[src/hdl/rv_pkg.sv]
package rv_pkg;

    localparam int XLEN = 32;
    localparam int REG_AW = 5;
    localparam int NUM_REGS = 32;
    localparam logic [XLEN-1:0] RESET_ADDR = 32'h0000_0000;
    localparam int SEL_W = 4;

    // Major opcodes of the supported RV32I subset
    typedef enum logic [6:0] {
        OP     = 7'b0110011,
        OP_IMM = 7'b0010011,
        LUI    = 7'b0110111,
        LOAD   = 7'b0000011,
        STORE  = 7'b0100011,
        BRANCH = 7'b1100011,
        JAL    = 7'b1101111
    } opcode_e;

    typedef enum logic [2:0] {
        ADD,
        SUB,
        AND,
        OR,
        XOR,
        SLT
    } alu_op_e;

    typedef enum logic [1:0] {
        S_FETCH,
        S_EXEC,
        S_MEM,
        S_HALT
    } state_e;

    typedef struct packed {
        logic [REG_AW-1:0] rd;
        logic [REG_AW-1:0] rs1;
        logic [REG_AW-1:0] rs2;
        logic [XLEN-1:0]   imm;
        alu_op_e           alu_op;
        logic              op1_pc;
        logic              op1_zero;
        logic              op2_imm;
        logic              reg_write;
        logic              mem_read;
        logic              mem_write;
        logic              branch;
        logic              branch_ne;
        logic              jal;
        logic              illegal;
    } decoded_t;

    // Wishbone classic master request
    typedef struct packed {
        logic             cyc;
        logic             stb;
        logic             we;
        logic [XLEN-1:0]  adr;
        logic [XLEN-1:0]  dat;
        logic [SEL_W-1:0] sel;
    } wb_m2s_t;

    typedef struct packed {
        logic            ack;
        logic [XLEN-1:0] dat;
    } wb_s2m_t;

endpackage

[src/hdl/rv_alu.sv]
`timescale 1ns/1ps

module rv_alu (
    input  rv_pkg::decoded_t        i_dec,
    input  logic [rv_pkg::XLEN-1:0] i_pc,
    input  logic [rv_pkg::XLEN-1:0] i_rs1_data,
    input  logic [rv_pkg::XLEN-1:0] i_rs2_data,
    output logic [rv_pkg::XLEN-1:0] o_result,
    output logic                    o_take
);

    logic [rv_pkg::XLEN-1:0] op1;
    logic [rv_pkg::XLEN-1:0] op2;

    // JAL link and LUI both come out of the adder
    assign op1 = i_dec.op1_pc   ? i_pc :
                 i_dec.op1_zero ? '0   : i_rs1_data;
    assign op2 = i_dec.jal      ? rv_pkg::XLEN'(4) :
                 i_dec.op2_imm  ? i_dec.imm        : i_rs2_data;

    always_comb begin
        case (i_dec.alu_op)
            rv_pkg::ADD: o_result = op1 + op2;
            rv_pkg::SUB: o_result = op1 - op2;
            rv_pkg::AND: o_result = op1 & op2;
            rv_pkg::OR:  o_result = op1 | op2;
            rv_pkg::XOR: o_result = op1 ^ op2;
            rv_pkg::SLT: o_result = {{(rv_pkg::XLEN-1){1'b0}}, $signed(op1) < $signed(op2)};
            default:     o_result = op1 + op2;
        endcase
    end

    assign o_take = i_dec.branch & ((i_rs1_data == i_rs2_data) ^ i_dec.branch_ne);

endmodule

[src/hdl/rv_ctrl.sv]
`timescale 1ns/1ps

module rv_ctrl (
    input  logic             i_clk,
    input  logic             i_rst,
    input  logic             i_instr_valid,
    input  rv_pkg::decoded_t i_dec,
    input  logic             i_mem_done,
    output logic             o_fetch_req,
    output logic             o_pc_update,
    output logic             o_mem_req,
    output logic             o_rd_we,
    output logic             o_wb_load,
    output logic             o_halt
);

    rv_pkg::state_e state;
    rv_pkg::state_e state_next;
    logic           is_mem;
    logic           exec_done;
    logic           load_done;

    assign is_mem = i_dec.mem_read | i_dec.mem_write;

    always_comb begin
        state_next = state;
        unique case (state)
            rv_pkg::S_FETCH: begin
                if (i_instr_valid) begin
                    state_next = rv_pkg::S_EXEC;
                end
            end
            rv_pkg::S_EXEC: begin
                if (i_dec.illegal) begin
                    state_next = rv_pkg::S_HALT;
                end else if (is_mem) begin
                    state_next = rv_pkg::S_MEM;
                end else begin
                    state_next = rv_pkg::S_FETCH;
                end
            end
            rv_pkg::S_MEM: begin
                if (i_mem_done) begin
                    state_next = rv_pkg::S_FETCH;
                end
            end
            default: state_next = rv_pkg::S_HALT;
        endcase
    end

    always_ff @(posedge i_clk) begin
        if (i_rst) begin
            state <= rv_pkg::S_FETCH;
        end else begin
            state <= state_next;
        end
    end

    // Non-memory instructions retire at the end of S_EXEC, loads and stores on done
    assign exec_done = (state == rv_pkg::S_EXEC) & ~i_dec.illegal & ~is_mem;
    assign load_done = (state == rv_pkg::S_MEM) & i_mem_done;

    assign o_fetch_req = (state == rv_pkg::S_FETCH);
    assign o_mem_req   = (state == rv_pkg::S_MEM);
    assign o_pc_update = exec_done | load_done;
    assign o_rd_we     = (exec_done | load_done) & i_dec.reg_write;
    assign o_wb_load   = i_dec.mem_read;
    assign o_halt      = (state == rv_pkg::S_HALT);

    // Completion pulses only arrive in the state that waits for them
    a_valid_in_fetch: assert property (
        @(posedge i_clk) disable iff (i_rst) i_instr_valid |-> state == rv_pkg::S_FETCH
    );

    a_done_in_mem: assert property (
        @(posedge i_clk) disable iff (i_rst) i_mem_done |-> state == rv_pkg::S_MEM
    );

endmodule

[src/hdl/rv_decode.sv]
`timescale 1ns/1ps

module rv_decode (
    input  logic [rv_pkg::XLEN-1:0] i_instr,
    output rv_pkg::decoded_t        o_dec
);

    rv_pkg::opcode_e         opcode;
    logic [2:0]              funct3;
    logic [6:0]              funct7;
    logic [rv_pkg::XLEN-1:0] imm_i;
    logic [rv_pkg::XLEN-1:0] imm_s;
    logic [rv_pkg::XLEN-1:0] imm_b;
    logic [rv_pkg::XLEN-1:0] imm_u;
    logic [rv_pkg::XLEN-1:0] imm_j;

    assign opcode = rv_pkg::opcode_e'(i_instr[6:0]);
    assign funct3 = i_instr[14:12];
    assign funct7 = i_instr[31:25];

    assign imm_i = {{20{i_instr[31]}}, i_instr[31:20]};
    assign imm_s = {{20{i_instr[31]}}, i_instr[31:25], i_instr[11:7]};
    assign imm_b = {{19{i_instr[31]}}, i_instr[31], i_instr[7], i_instr[30:25],
                    i_instr[11:8], 1'b0};
    assign imm_u = {i_instr[31:12], 12'b0};
    assign imm_j = {{11{i_instr[31]}}, i_instr[31], i_instr[19:12], i_instr[20],
                    i_instr[30:21], 1'b0};

    always_comb begin
        o_dec        = '0;
        o_dec.rd     = i_instr[11:7];
        o_dec.rs1    = i_instr[19:15];
        o_dec.rs2    = i_instr[24:20];
        o_dec.alu_op = rv_pkg::ADD;
        case (opcode)
            rv_pkg::OP: begin
                o_dec.reg_write = 1'b1;
                if (funct7 == 7'b0000000) begin
                    case (funct3)
                        3'b000:  o_dec.alu_op = rv_pkg::ADD;
                        3'b010:  o_dec.alu_op = rv_pkg::SLT;
                        3'b100:  o_dec.alu_op = rv_pkg::XOR;
                        3'b110:  o_dec.alu_op = rv_pkg::OR;
                        3'b111:  o_dec.alu_op = rv_pkg::AND;
                        default: o_dec.illegal = 1'b1;
                    endcase
                end else if (funct7 == 7'b0100000 && funct3 == 3'b000) begin
                    o_dec.alu_op = rv_pkg::SUB;
                end else begin
                    o_dec.illegal = 1'b1;
                end
            end
            rv_pkg::OP_IMM: begin
                // Only ADDI among the immediate forms
                o_dec.reg_write = 1'b1;
                o_dec.op2_imm   = 1'b1;
                o_dec.imm       = imm_i;
                o_dec.illegal   = (funct3 != 3'b000);
            end
            rv_pkg::LUI: begin
                o_dec.reg_write = 1'b1;
                o_dec.op1_zero  = 1'b1;
                o_dec.op2_imm   = 1'b1;
                o_dec.imm       = imm_u;
            end
            rv_pkg::LOAD: begin
                o_dec.reg_write = 1'b1;
                o_dec.mem_read  = 1'b1;
                o_dec.op2_imm   = 1'b1;
                o_dec.imm       = imm_i;
                o_dec.illegal   = (funct3 != 3'b010);
            end
            rv_pkg::STORE: begin
                o_dec.mem_write = 1'b1;
                o_dec.op2_imm   = 1'b1;
                o_dec.imm       = imm_s;
                o_dec.illegal   = (funct3 != 3'b010);
            end
            rv_pkg::BRANCH: begin
                o_dec.branch    = 1'b1;
                o_dec.branch_ne = funct3[0];
                o_dec.imm       = imm_b;
                o_dec.illegal   = (funct3[2:1] != 2'b00);
            end
            rv_pkg::JAL: begin
                o_dec.reg_write = 1'b1;
                o_dec.jal       = 1'b1;
                o_dec.op1_pc    = 1'b1;
                o_dec.imm       = imm_j;
            end
            default: o_dec.illegal = 1'b1;
        endcase
        // Illegal words must leave no side effects
        if (o_dec.illegal) begin
            o_dec.reg_write = 1'b0;
            o_dec.mem_read  = 1'b0;
            o_dec.mem_write = 1'b0;
            o_dec.branch    = 1'b0;
            o_dec.jal       = 1'b0;
        end
    end

endmodule

[src/hdl/rv_fetch.sv]
`timescale 1ns/1ps

module rv_fetch (
    input  logic                    i_clk,
    input  logic                    i_rst,
    input  logic                    i_fetch_req,
    input  logic                    i_pc_update,
    input  logic                    i_take,
    input  rv_pkg::decoded_t        i_dec,
    input  rv_pkg::wb_s2m_t         i_ibus,
    output rv_pkg::wb_m2s_t         o_ibus,
    output logic [rv_pkg::XLEN-1:0] o_pc,
    output logic [rv_pkg::XLEN-1:0] o_instr,
    output logic                    o_instr_valid
);

    logic [rv_pkg::XLEN-1:0] pc_next;
    logic                    cyc;

    assign pc_next = (i_dec.jal || i_take) ? o_pc + i_dec.imm
                                           : o_pc + rv_pkg::XLEN'(4);

    always_ff @(posedge i_clk) begin
        if (i_rst) begin
            cyc           <= 1'b0;
            o_instr_valid <= 1'b0;
            o_pc          <= rv_pkg::RESET_ADDR;
        end else begin
            o_instr_valid <= cyc & i_ibus.ack;
            if (cyc) begin
                if (i_ibus.ack) begin
                    cyc <= 1'b0;
                end
            end else if (i_fetch_req && !o_instr_valid) begin
                cyc <= 1'b1;
            end
            if (i_pc_update) begin
                o_pc <= pc_next;
            end
        end
    end

    always_ff @(posedge i_clk) begin
        if (cyc && i_ibus.ack) begin
            o_instr <= i_ibus.dat;
        end
    end

    // Read-only word port
    assign o_ibus.cyc = cyc;
    assign o_ibus.stb = cyc;
    assign o_ibus.we  = 1'b0;
    assign o_ibus.adr = o_pc;
    assign o_ibus.dat = '0;
    assign o_ibus.sel = '1;

    a_pc_aligned: assert property (
        @(posedge i_clk) disable iff (i_rst) o_pc[1:0] == 2'b00
    );

endmodule

[src/hdl/rv_lsu.sv]
`timescale 1ns/1ps

module rv_lsu (
    input  logic                    i_clk,
    input  logic                    i_rst,
    input  logic                    i_mem_req,
    input  rv_pkg::decoded_t        i_dec,
    input  logic [rv_pkg::XLEN-1:0] i_addr,
    input  logic [rv_pkg::XLEN-1:0] i_store_data,
    input  rv_pkg::wb_s2m_t         i_dbus,
    output rv_pkg::wb_m2s_t         o_dbus,
    output logic [rv_pkg::XLEN-1:0] o_load_data,
    output logic                    o_done
);

    logic cyc;

    always_ff @(posedge i_clk) begin
        if (i_rst) begin
            cyc    <= 1'b0;
            o_done <= 1'b0;
        end else begin
            o_done <= cyc & i_dbus.ack;
            if (cyc) begin
                if (i_dbus.ack) begin
                    cyc <= 1'b0;
                end
            end else if (i_mem_req && !o_done) begin
                cyc <= 1'b1;
            end
        end
    end

    always_ff @(posedge i_clk) begin
        if (cyc && i_dbus.ack) begin
            o_load_data <= i_dbus.dat;
        end
    end

    // Word accesses only
    assign o_dbus.cyc = cyc;
    assign o_dbus.stb = cyc;
    assign o_dbus.we  = i_dec.mem_write;
    assign o_dbus.adr = i_addr;
    assign o_dbus.dat = i_store_data;
    assign o_dbus.sel = '1;

    // Request stays steady until the slave acks
    a_hold_until_ack: assert property (
        @(posedge i_clk) disable iff (i_rst) o_dbus.cyc && !i_dbus.ack |=> $stable(o_dbus)
    );

endmodule

[src/hdl/rv_regs.sv]
`timescale 1ns/1ps

module rv_regs (
    input  logic                    i_clk,
    input  logic                    i_rst,
    input  rv_pkg::decoded_t        i_dec,
    input  logic                    i_we,
    input  logic                    i_wb_load,
    input  logic [rv_pkg::XLEN-1:0] i_alu_result,
    input  logic [rv_pkg::XLEN-1:0] i_load_data,
    output logic [rv_pkg::XLEN-1:0] o_rs1_data,
    output logic [rv_pkg::XLEN-1:0] o_rs2_data
);

    logic [rv_pkg::XLEN-1:0] regs [rv_pkg::NUM_REGS];
    logic [rv_pkg::XLEN-1:0] wr_data;

    assign wr_data = i_wb_load ? i_load_data : i_alu_result;

    // x0 is never written so it keeps its reset value
    always_ff @(posedge i_clk) begin
        if (i_rst) begin
            for (int i = 0; i < rv_pkg::NUM_REGS; i++) begin
                regs[i] <= '0;
            end
        end else if (i_we && i_dec.rd != '0) begin
            regs[i_dec.rd] <= wr_data;
        end
    end

    assign o_rs1_data = regs[i_dec.rs1];
    assign o_rs2_data = regs[i_dec.rs2];

endmodule

[src/hdl/rv_core.sv]
`timescale 1ns/1ps

module rv_core (
    input  logic             i_clk,
    input  logic             i_rst,
    input  rv_pkg::wb_s2m_t  i_ibus,
    output rv_pkg::wb_m2s_t  o_ibus,
    input  rv_pkg::wb_s2m_t  i_dbus,
    output rv_pkg::wb_m2s_t  o_dbus,
    output logic             o_halt
);

    rv_pkg::decoded_t          dec;
    logic [rv_pkg::XLEN-1:0]   pc;
    logic [rv_pkg::XLEN-1:0]   instr;
    logic [rv_pkg::XLEN-1:0]   alu_result;
    logic [rv_pkg::XLEN-1:0]   rs1_data;
    logic [rv_pkg::XLEN-1:0]   rs2_data;
    logic [rv_pkg::XLEN-1:0]   load_data;
    logic                      instr_valid;
    logic                      take;
    logic                      mem_done;
    logic                      fetch_req;
    logic                      pc_update;
    logic                      mem_req;
    logic                      rd_we;
    logic                      wb_load;

    rv_ctrl u_ctrl (
        .i_clk         (i_clk),
        .i_rst         (i_rst),
        .i_instr_valid (instr_valid),
        .i_dec         (dec),
        .i_mem_done    (mem_done),
        .o_fetch_req   (fetch_req),
        .o_pc_update   (pc_update),
        .o_mem_req     (mem_req),
        .o_rd_we       (rd_we),
        .o_wb_load     (wb_load),
        .o_halt        (o_halt)
    );

    rv_fetch u_fetch (
        .i_clk         (i_clk),
        .i_rst         (i_rst),
        .i_fetch_req   (fetch_req),
        .i_pc_update   (pc_update),
        .i_take        (take),
        .i_dec         (dec),
        .i_ibus        (i_ibus),
        .o_ibus        (o_ibus),
        .o_pc          (pc),
        .o_instr       (instr),
        .o_instr_valid (instr_valid)
    );

    rv_decode u_decode (
        .i_instr (instr),
        .o_dec   (dec)
    );

    rv_alu u_alu (
        .i_dec      (dec),
        .i_pc       (pc),
        .i_rs1_data (rs1_data),
        .i_rs2_data (rs2_data),
        .o_result   (alu_result),
        .o_take     (take)
    );

    rv_regs u_regs (
        .i_clk        (i_clk),
        .i_rst        (i_rst),
        .i_dec        (dec),
        .i_we         (rd_we),
        .i_wb_load    (wb_load),
        .i_alu_result (alu_result),
        .i_load_data  (load_data),
        .o_rs1_data   (rs1_data),
        .o_rs2_data   (rs2_data)
    );

    rv_lsu u_lsu (
        .i_clk        (i_clk),
        .i_rst        (i_rst),
        .i_mem_req    (mem_req),
        .i_dec        (dec),
        .i_addr       (alu_result),
        .i_store_data (rs2_data),
        .i_dbus       (i_dbus),
        .o_dbus       (o_dbus),
        .o_load_data  (load_data),
        .o_done       (mem_done)
    );

endmodule

[config.mk]
export PLATFORM = sky130hd
export DESIGN_NAME = rv_core
export DESIGN_NICKNAME = d
export VERILOG_FILES = /design/src/hdl/rv_pkg.sv /design/src/hdl/rv_alu.sv /design/src/hdl/rv_ctrl.sv /design/src/hdl/rv_decode.sv /design/src/hdl/rv_fetch.sv /design/src/hdl/rv_lsu.sv /design/src/hdl/rv_regs.sv /design/src/hdl/rv_core.sv
export SDC_FILE = /design/constraint.sdc
export NUM_CORES = 2
export LEC_CHECK = 0
export ABC_AREA = 1
export ABC_CLOCK_PERIOD_IN_PS = 4660
export BUFFER_PORTS_ARGS = -buffer_cell sky130_fd_sc_hd__buf_2
export CORE_MARGIN = 4
export CORE_UTILIZATION = 25
export DETAILED_ROUTE_END_ITERATION = 6
export MAX_ROUTING_LAYER = met4
export PLACE_DENSITY = 0.5
export SYNTH_ARGS = -nofsm -noshare
export SYNTH_HDL_FRONTEND = slang
export SYNTH_SLANG_ARGS = --single-unit
[constraint.sdc]
create_clock -name i_clk -period 4.66 [get_ports i_clk]
set_input_delay 0.466 -clock i_clk [delete_from_list [all_inputs] [get_ports i_clk]]
set_output_delay 0.466 -clock i_clk [all_outputs]
set_load 0.03 [all_outputs]
# == Yosys cells after proc, flatten, opt, wreduce, memory -nomap -nowiden ==
# Memory sizes are Yosys's and may differ from the RTL's. A register that Yosys moved wholly into a read port is not among the register bits.
# Index checks and enable logic that the tools add are counted.
# classes
addsub,4
n_lt_le_gt_ge,1
n_eq_ne,24
mux,46
bitwise_logic,15
n_reduce_logical,23
# op_table
op,count
32-bit case mux with 5 select lines,2
32-bit 2-to-1 mux,7
32-bit adder,2
"32-bit by 3-bit adder with 32-bit output, second input constant",1
32-bit bitwise AND,1
32-bit == test,1
32-bit < comparator,1
32-bit bitwise OR,1
32-bit OR reduction,1
32-bit subtractor,1
32-bit XOR,1
"7-bit by 6-bit == test with 1-bit output, second input constant",4
1-bit 2-to-1 mux,23
"3-bit == test, second input constant",5
5-bit 2-to-1 mux,3
"7-bit == test, second input constant",2
3-bit case mux with 4 select lines,1
2-bit 2-to-1 mux,5
5-bit OR reduction,2
"3-bit by 2-bit == test with 1-bit output, second input constant",3
1-bit bitwise AND,7
"7-bit by 2-bit == test with 1-bit output, second input constant",1
"7-bit by 5-bit == test with 1-bit output, second input constant",1
7-bit zero test,1
23 further kinds,36
# word_totals
reg_bits,102
ram_bits,1024
out_inout_bits,143
memories,1
# memory_table
memory,depth,width,read_ports,rd_clocked_by_memory_dff,write_ports,line_no,source
u_regs.regs,32,32,2,2,32,rv_regs.sv:15,logic [rv_pkg::XLEN-1:0] regs [rv_pkg::NUM_REGS];

# == Logic depth before layout (Yosys ltp) ==
# depth
ltp_word,17
mapped_depth,37
mapped_depth_nobuf,33

# == Modules after synthesis ==
# From an unflattened synthesis, not the netlist that was laid out.
# hier_totals
cells_unflattened,9964
hier_area_um2,73135.1
# modules_own_cells
mod,n_inst,cells_each,area_each_um2
rv_regs,1,7195,56947.1
rv_alu,1,1515,7528.5
rv_fetch,1,957,6092.1
rv_lsu,1,115,1581.5
rv_decode,1,156,833.3
rv_ctrl,1,26,152.6

# == Worst setup path after synthesis ==
# Ideal clock, no wire load.
# synth_timing
kind,register to register
startpoint,register u_fetch.o_instr[3] (netlist bit)
endpoint,memory u_regs.regs[16][22] (netlist bit) (data pin)
setup_time_ns,0.266
t_arrival_ns,4.547
t_required_ns,4.394
slack_ns,-0.154
path_stages_with_launch,33
n_path_buf,2
cell_sequence,edfxtp_1 -> nor3_2 -> inv_2 -> nor2_2 -> inv_2 -> nor2_4 -> inv_2 -> nand2_1 -> nor2_1 -> clkbuf_1 -> nand2_1 -> nand3_1 -> inv_1 -> ha_1 -> inv_1 -> fa_1 -> inv_1 -> nand2_1 -> o21ai_1 -> a21oi_1 -> o21ai_1 -> inv_1 -> o21ai_1 -> nand2_1 -> nand2_1 -> a21oi_1 -> o21ai_0 -> nand2_1 -> nand3_1 -> nand3_1 -> mux2i_1 -> buf_2 -> nor2_1
# synth_lines
item,line_no,source
from (decl),rv_fetch.sv:13,"output logic [rv_pkg::XLEN-1:0] o_instr,"
from (signal assigned),rv_fetch.sv:45,o_instr <= i_ibus.dat;
to (decl),rv_regs.sv:15,

==> summary.txt <==
Timing
  – Worst Max-Slew Pin Slew: 1230 ps
  – Period utilization: 121%
  – Setup Total Neg Slack: -163100 ps
  – RSZ-0062 raised after global routing: yes
  – Final hold violations: 0
  – Slew headroom: 17.3%
  – Achievable Freq: 0.178 GHz
  – Final slew viol count: 0
  – Layout Skew: 95.2 ps
  – Hold Slack: 107 ps
  – Final setup margin: -973 ps
  – Final setup fails: 645
  – Final min period: 5630 ps

Route
  – Final WL: 346000 microns
  – Post-route DRC violation count: 1
  – Metal1 wirelength: 147000 microns
  – Drt first pass iters: 7
  – Wire length on met2: 149000 microns
  – Vias per cell: 5.09
  – DR vias: 73334
  – Final ANT Viol Nets: 0
  – Wire per inst: 24.0 microns
  – Highest metal used: met4
  – Drt initial violations: 10304
  – Met3 WL: 33300 microns

Power and ir drop
  – Total power: 47800 uW
  – Leak: 0.0416 uW
  – Peak VDD IR: 802 uV
  – Pwr per Cell Area: 505 mW/mm^2

Clocking
  – Clk buf depth: 4
  – Root Buffer: clkbuf_16
  – CTS tree: done
  – Clock Latency Late Sink: 850 ps
  – Num CTS Buffers: 140
  – Sink Count: 1136
  – CTS H-Tree Depth: 4
  – CTS clk-pin slew, worst paths: 70 ps

Placed design
  – Port bufs: 169
  – Gp weighted congestion: 1.00
  – HPWL after detailed placement: 226000 microns
  – Dpl cell area: 0.0845 sq mm

Critical path
  – Startpoint types: register
  – Capture point of the worst path: o_dbus[67]
  – Worst r2r path cells: 36
  – CP most frequent cell: nand2_1
  – R2R Setup Slk: -590 ps
  – Delay of the slowest critical-path stage: 480 ps
  – Critical Path Sink Type: output port
  – Setup Crit Path Kind: reg2out
  – Slowest-stage cell, CP: o211ai_1
  – Worst EP required: 4190 ps
  – Maximum fanout along the worst path: 23
  – Worst Path Arrival: 5170 ps
  – Reg2reg end: u_regs.regs[23][22]

Synth
  – Post-Syn Area: 0.0719 sq mm
  – Post-synth top flop: edfxtp_1
  – Sequential share of the synthesized area: 46.8%
  – Post-synth EDFFs: 1088
  – Synth area leader: edfxtp_1
  – Asr flop ratio synth: 0%
  – Cells after synthesis: 9601
  – Post-synthesis cell type count: 63
  – Top post-synthesis cells by area: edfxtp_1 (45%), nand2_1 (18%), nand3_1 (12%)
  – Yosys reg bits: 1136
  – Synth top area share: 45.5%
  – Avg Cell Area, Syn: 7.49 sq um
  – Synth warnings: 0

Die
  – I/O Pins: 211
  – Die height: 544 microns
  – Die Wd: 544 microns
  – Die area: 0.296 sq mm
  – # rows: 196
  – Core Box Area: 0.286 sq mm
  – Initial Util: 25.2%

Global route
  – Initial antenna violation count: 3
  – Gr usage total: 23.0%
  – Remaining Overflow, GRT: 0
  – First-pass GRT wire length: 489000 microns
  – Vias in the first global route: 68216
  – Largest net degree at the start of global routing: 93

Worst hold path
  – Min-delay worst type: in2reg

Cells and area
  – Share of cells above drive strength 1: 21.6%
  – Area of the multi-input gates: 0.0356 sq mm
  – Filler cells: 29828
  – FF/Latch Area: 0.0337 sq mm
  – Most frequent cells in the layout: nand2_1 (3145), nand3_1 (1702), nor2_1 (1189)
  – Commonest non-fill, non-tap cell in the layout: nand2_1
  – Post-route cell area: 0.0948 sq mm
  – Final nets: 10754
  – Post-synthesis to final-layout area growth: 31.9%

Flow run
  – MaxCap Viol Count: 0

Outcome
  – Failing checks: DRC, setup timing
  – Status: finished with violations
==> cell type report <==
type | instances | area share (%)
diodes | 1 | 0.00264
clock buffers | 162 | 3.83
clock inverters | 80 | 0.888
inverters | 486 | 2.02
multi-input cells | 7296 | 37.5
flip-flops and latches | 1136 | 35.5
well taps | 3762 | 4.97
repair buffers | 1492 | 15.2
repair inverters | 3 | 0.0581
==> worst max-delay path, delay by kind of cell, from the launching register on <==
family	cells	cell delay, ps
buf+inv	9	1440
simple gates	11	1110
compound gates	4	930
flops	1	350
fa+ha+maj	1	310
xor+xnor	1	140
==> sequential cells by signal, indices dropped and copies added (netlist names), named ones only <==
name	flops
u_lsu.o_done	1
u_fetch.o_instr_valid	1
u_fetch.o_pc	32
u_fetch.cyc	1
u_lsu.cyc	1
u_lsu.o_load_data	32
u_regs.regs	1024
u_ctrl.state	2
u_fetch.o_instr	32
==> synth_stat cells (all sizes together), types with 4 or more instances <==
library cell  count
nor3             32
o21bai           11
nand2          3383
o22ai            25
inv             483
buf             576
xor2             69
ha              128
a221oi           12
o21ai           186
nand4            20
xnor2            13
nor4              7
o211ai           15
clkbuf          178
a31oi            15
a21boi           12
nand3b            4
or2              46
a21oi           150
o311ai            5
nor2           1259
nand3          1772
mux2i            28
o221ai            6
edfxtp         1088
dfxtp            48
==> worst min-delay path by stage <==
stage	start	to	slack (ps)	depth (start not counted)
after global routing	i_ibus[32]	u_fetch.o_instr_valid	130	3
after detailed placement	u_lsu.cyc	u_lsu.cyc	500	2
after global placement	u_lsu.cyc	u_lsu.cyc	490	2
final	i_ibus[32]	u_fetch.o_instr_valid	110	3
after CTS	i_ibus[32]	u_fetch.o_instr_valid	80	3
after floorplan	u_fetch.o_instr[15]	register	440	2
==> per-stage QoR <==
stage | setup slack (ps) | std cells | util (%)
finish | -973 | 14418 | 33.2
global placement | -884 | 13944 | 29.6
CTS | -1000 | 14347 | 32.5
floorplan | 28.8 | 9672 | -
detailed placement | -863 | 13944 | 29.6
global route | -1150 | 14417 | 33.2
==> where the power goes <==
part | internal, uW | switching [uW]
sequential | 11600 | 268
combinational | 9280 | 15600
clock | 6480 | 4710
total | 27300 | 20500
==> cell families after synthesis <==
kind of cell,synth area share (%)
AO/OA/AOI/OAI,3.57
flip-flops,46.8
AND/OR/NAND/NOR,38.0
multiplexers,0.390
adder cells (fa/ha/maj),2.31
other,0.0104
buffers and inverters,7.92
XOR/XNOR,0.999
==> routing by layer <==
layer  vias to the layer above  GRT usage, %
met4                         0          9.28
met5                         -             -
li1                      33381             -
met3                       762          3.31
met1                     35183          31.7
met2                      4008          33.9
==> what timing repair did <==
| action | in CTS | in global routing |
|---|---|---|
| hold endpoints to repair | 73 | 0 |
| setup buffers | 60 | 63 |
| endpoints found under the setup margin | 807 | 809 |
| pin swaps | 61 | 101 |
| gates cloned | 34 | 9 |
| gates resized for setup | 427 | 358 |
| hold buffers | 67 | 0 |
No activity file was read; power rests on OpenSTA's default activity.
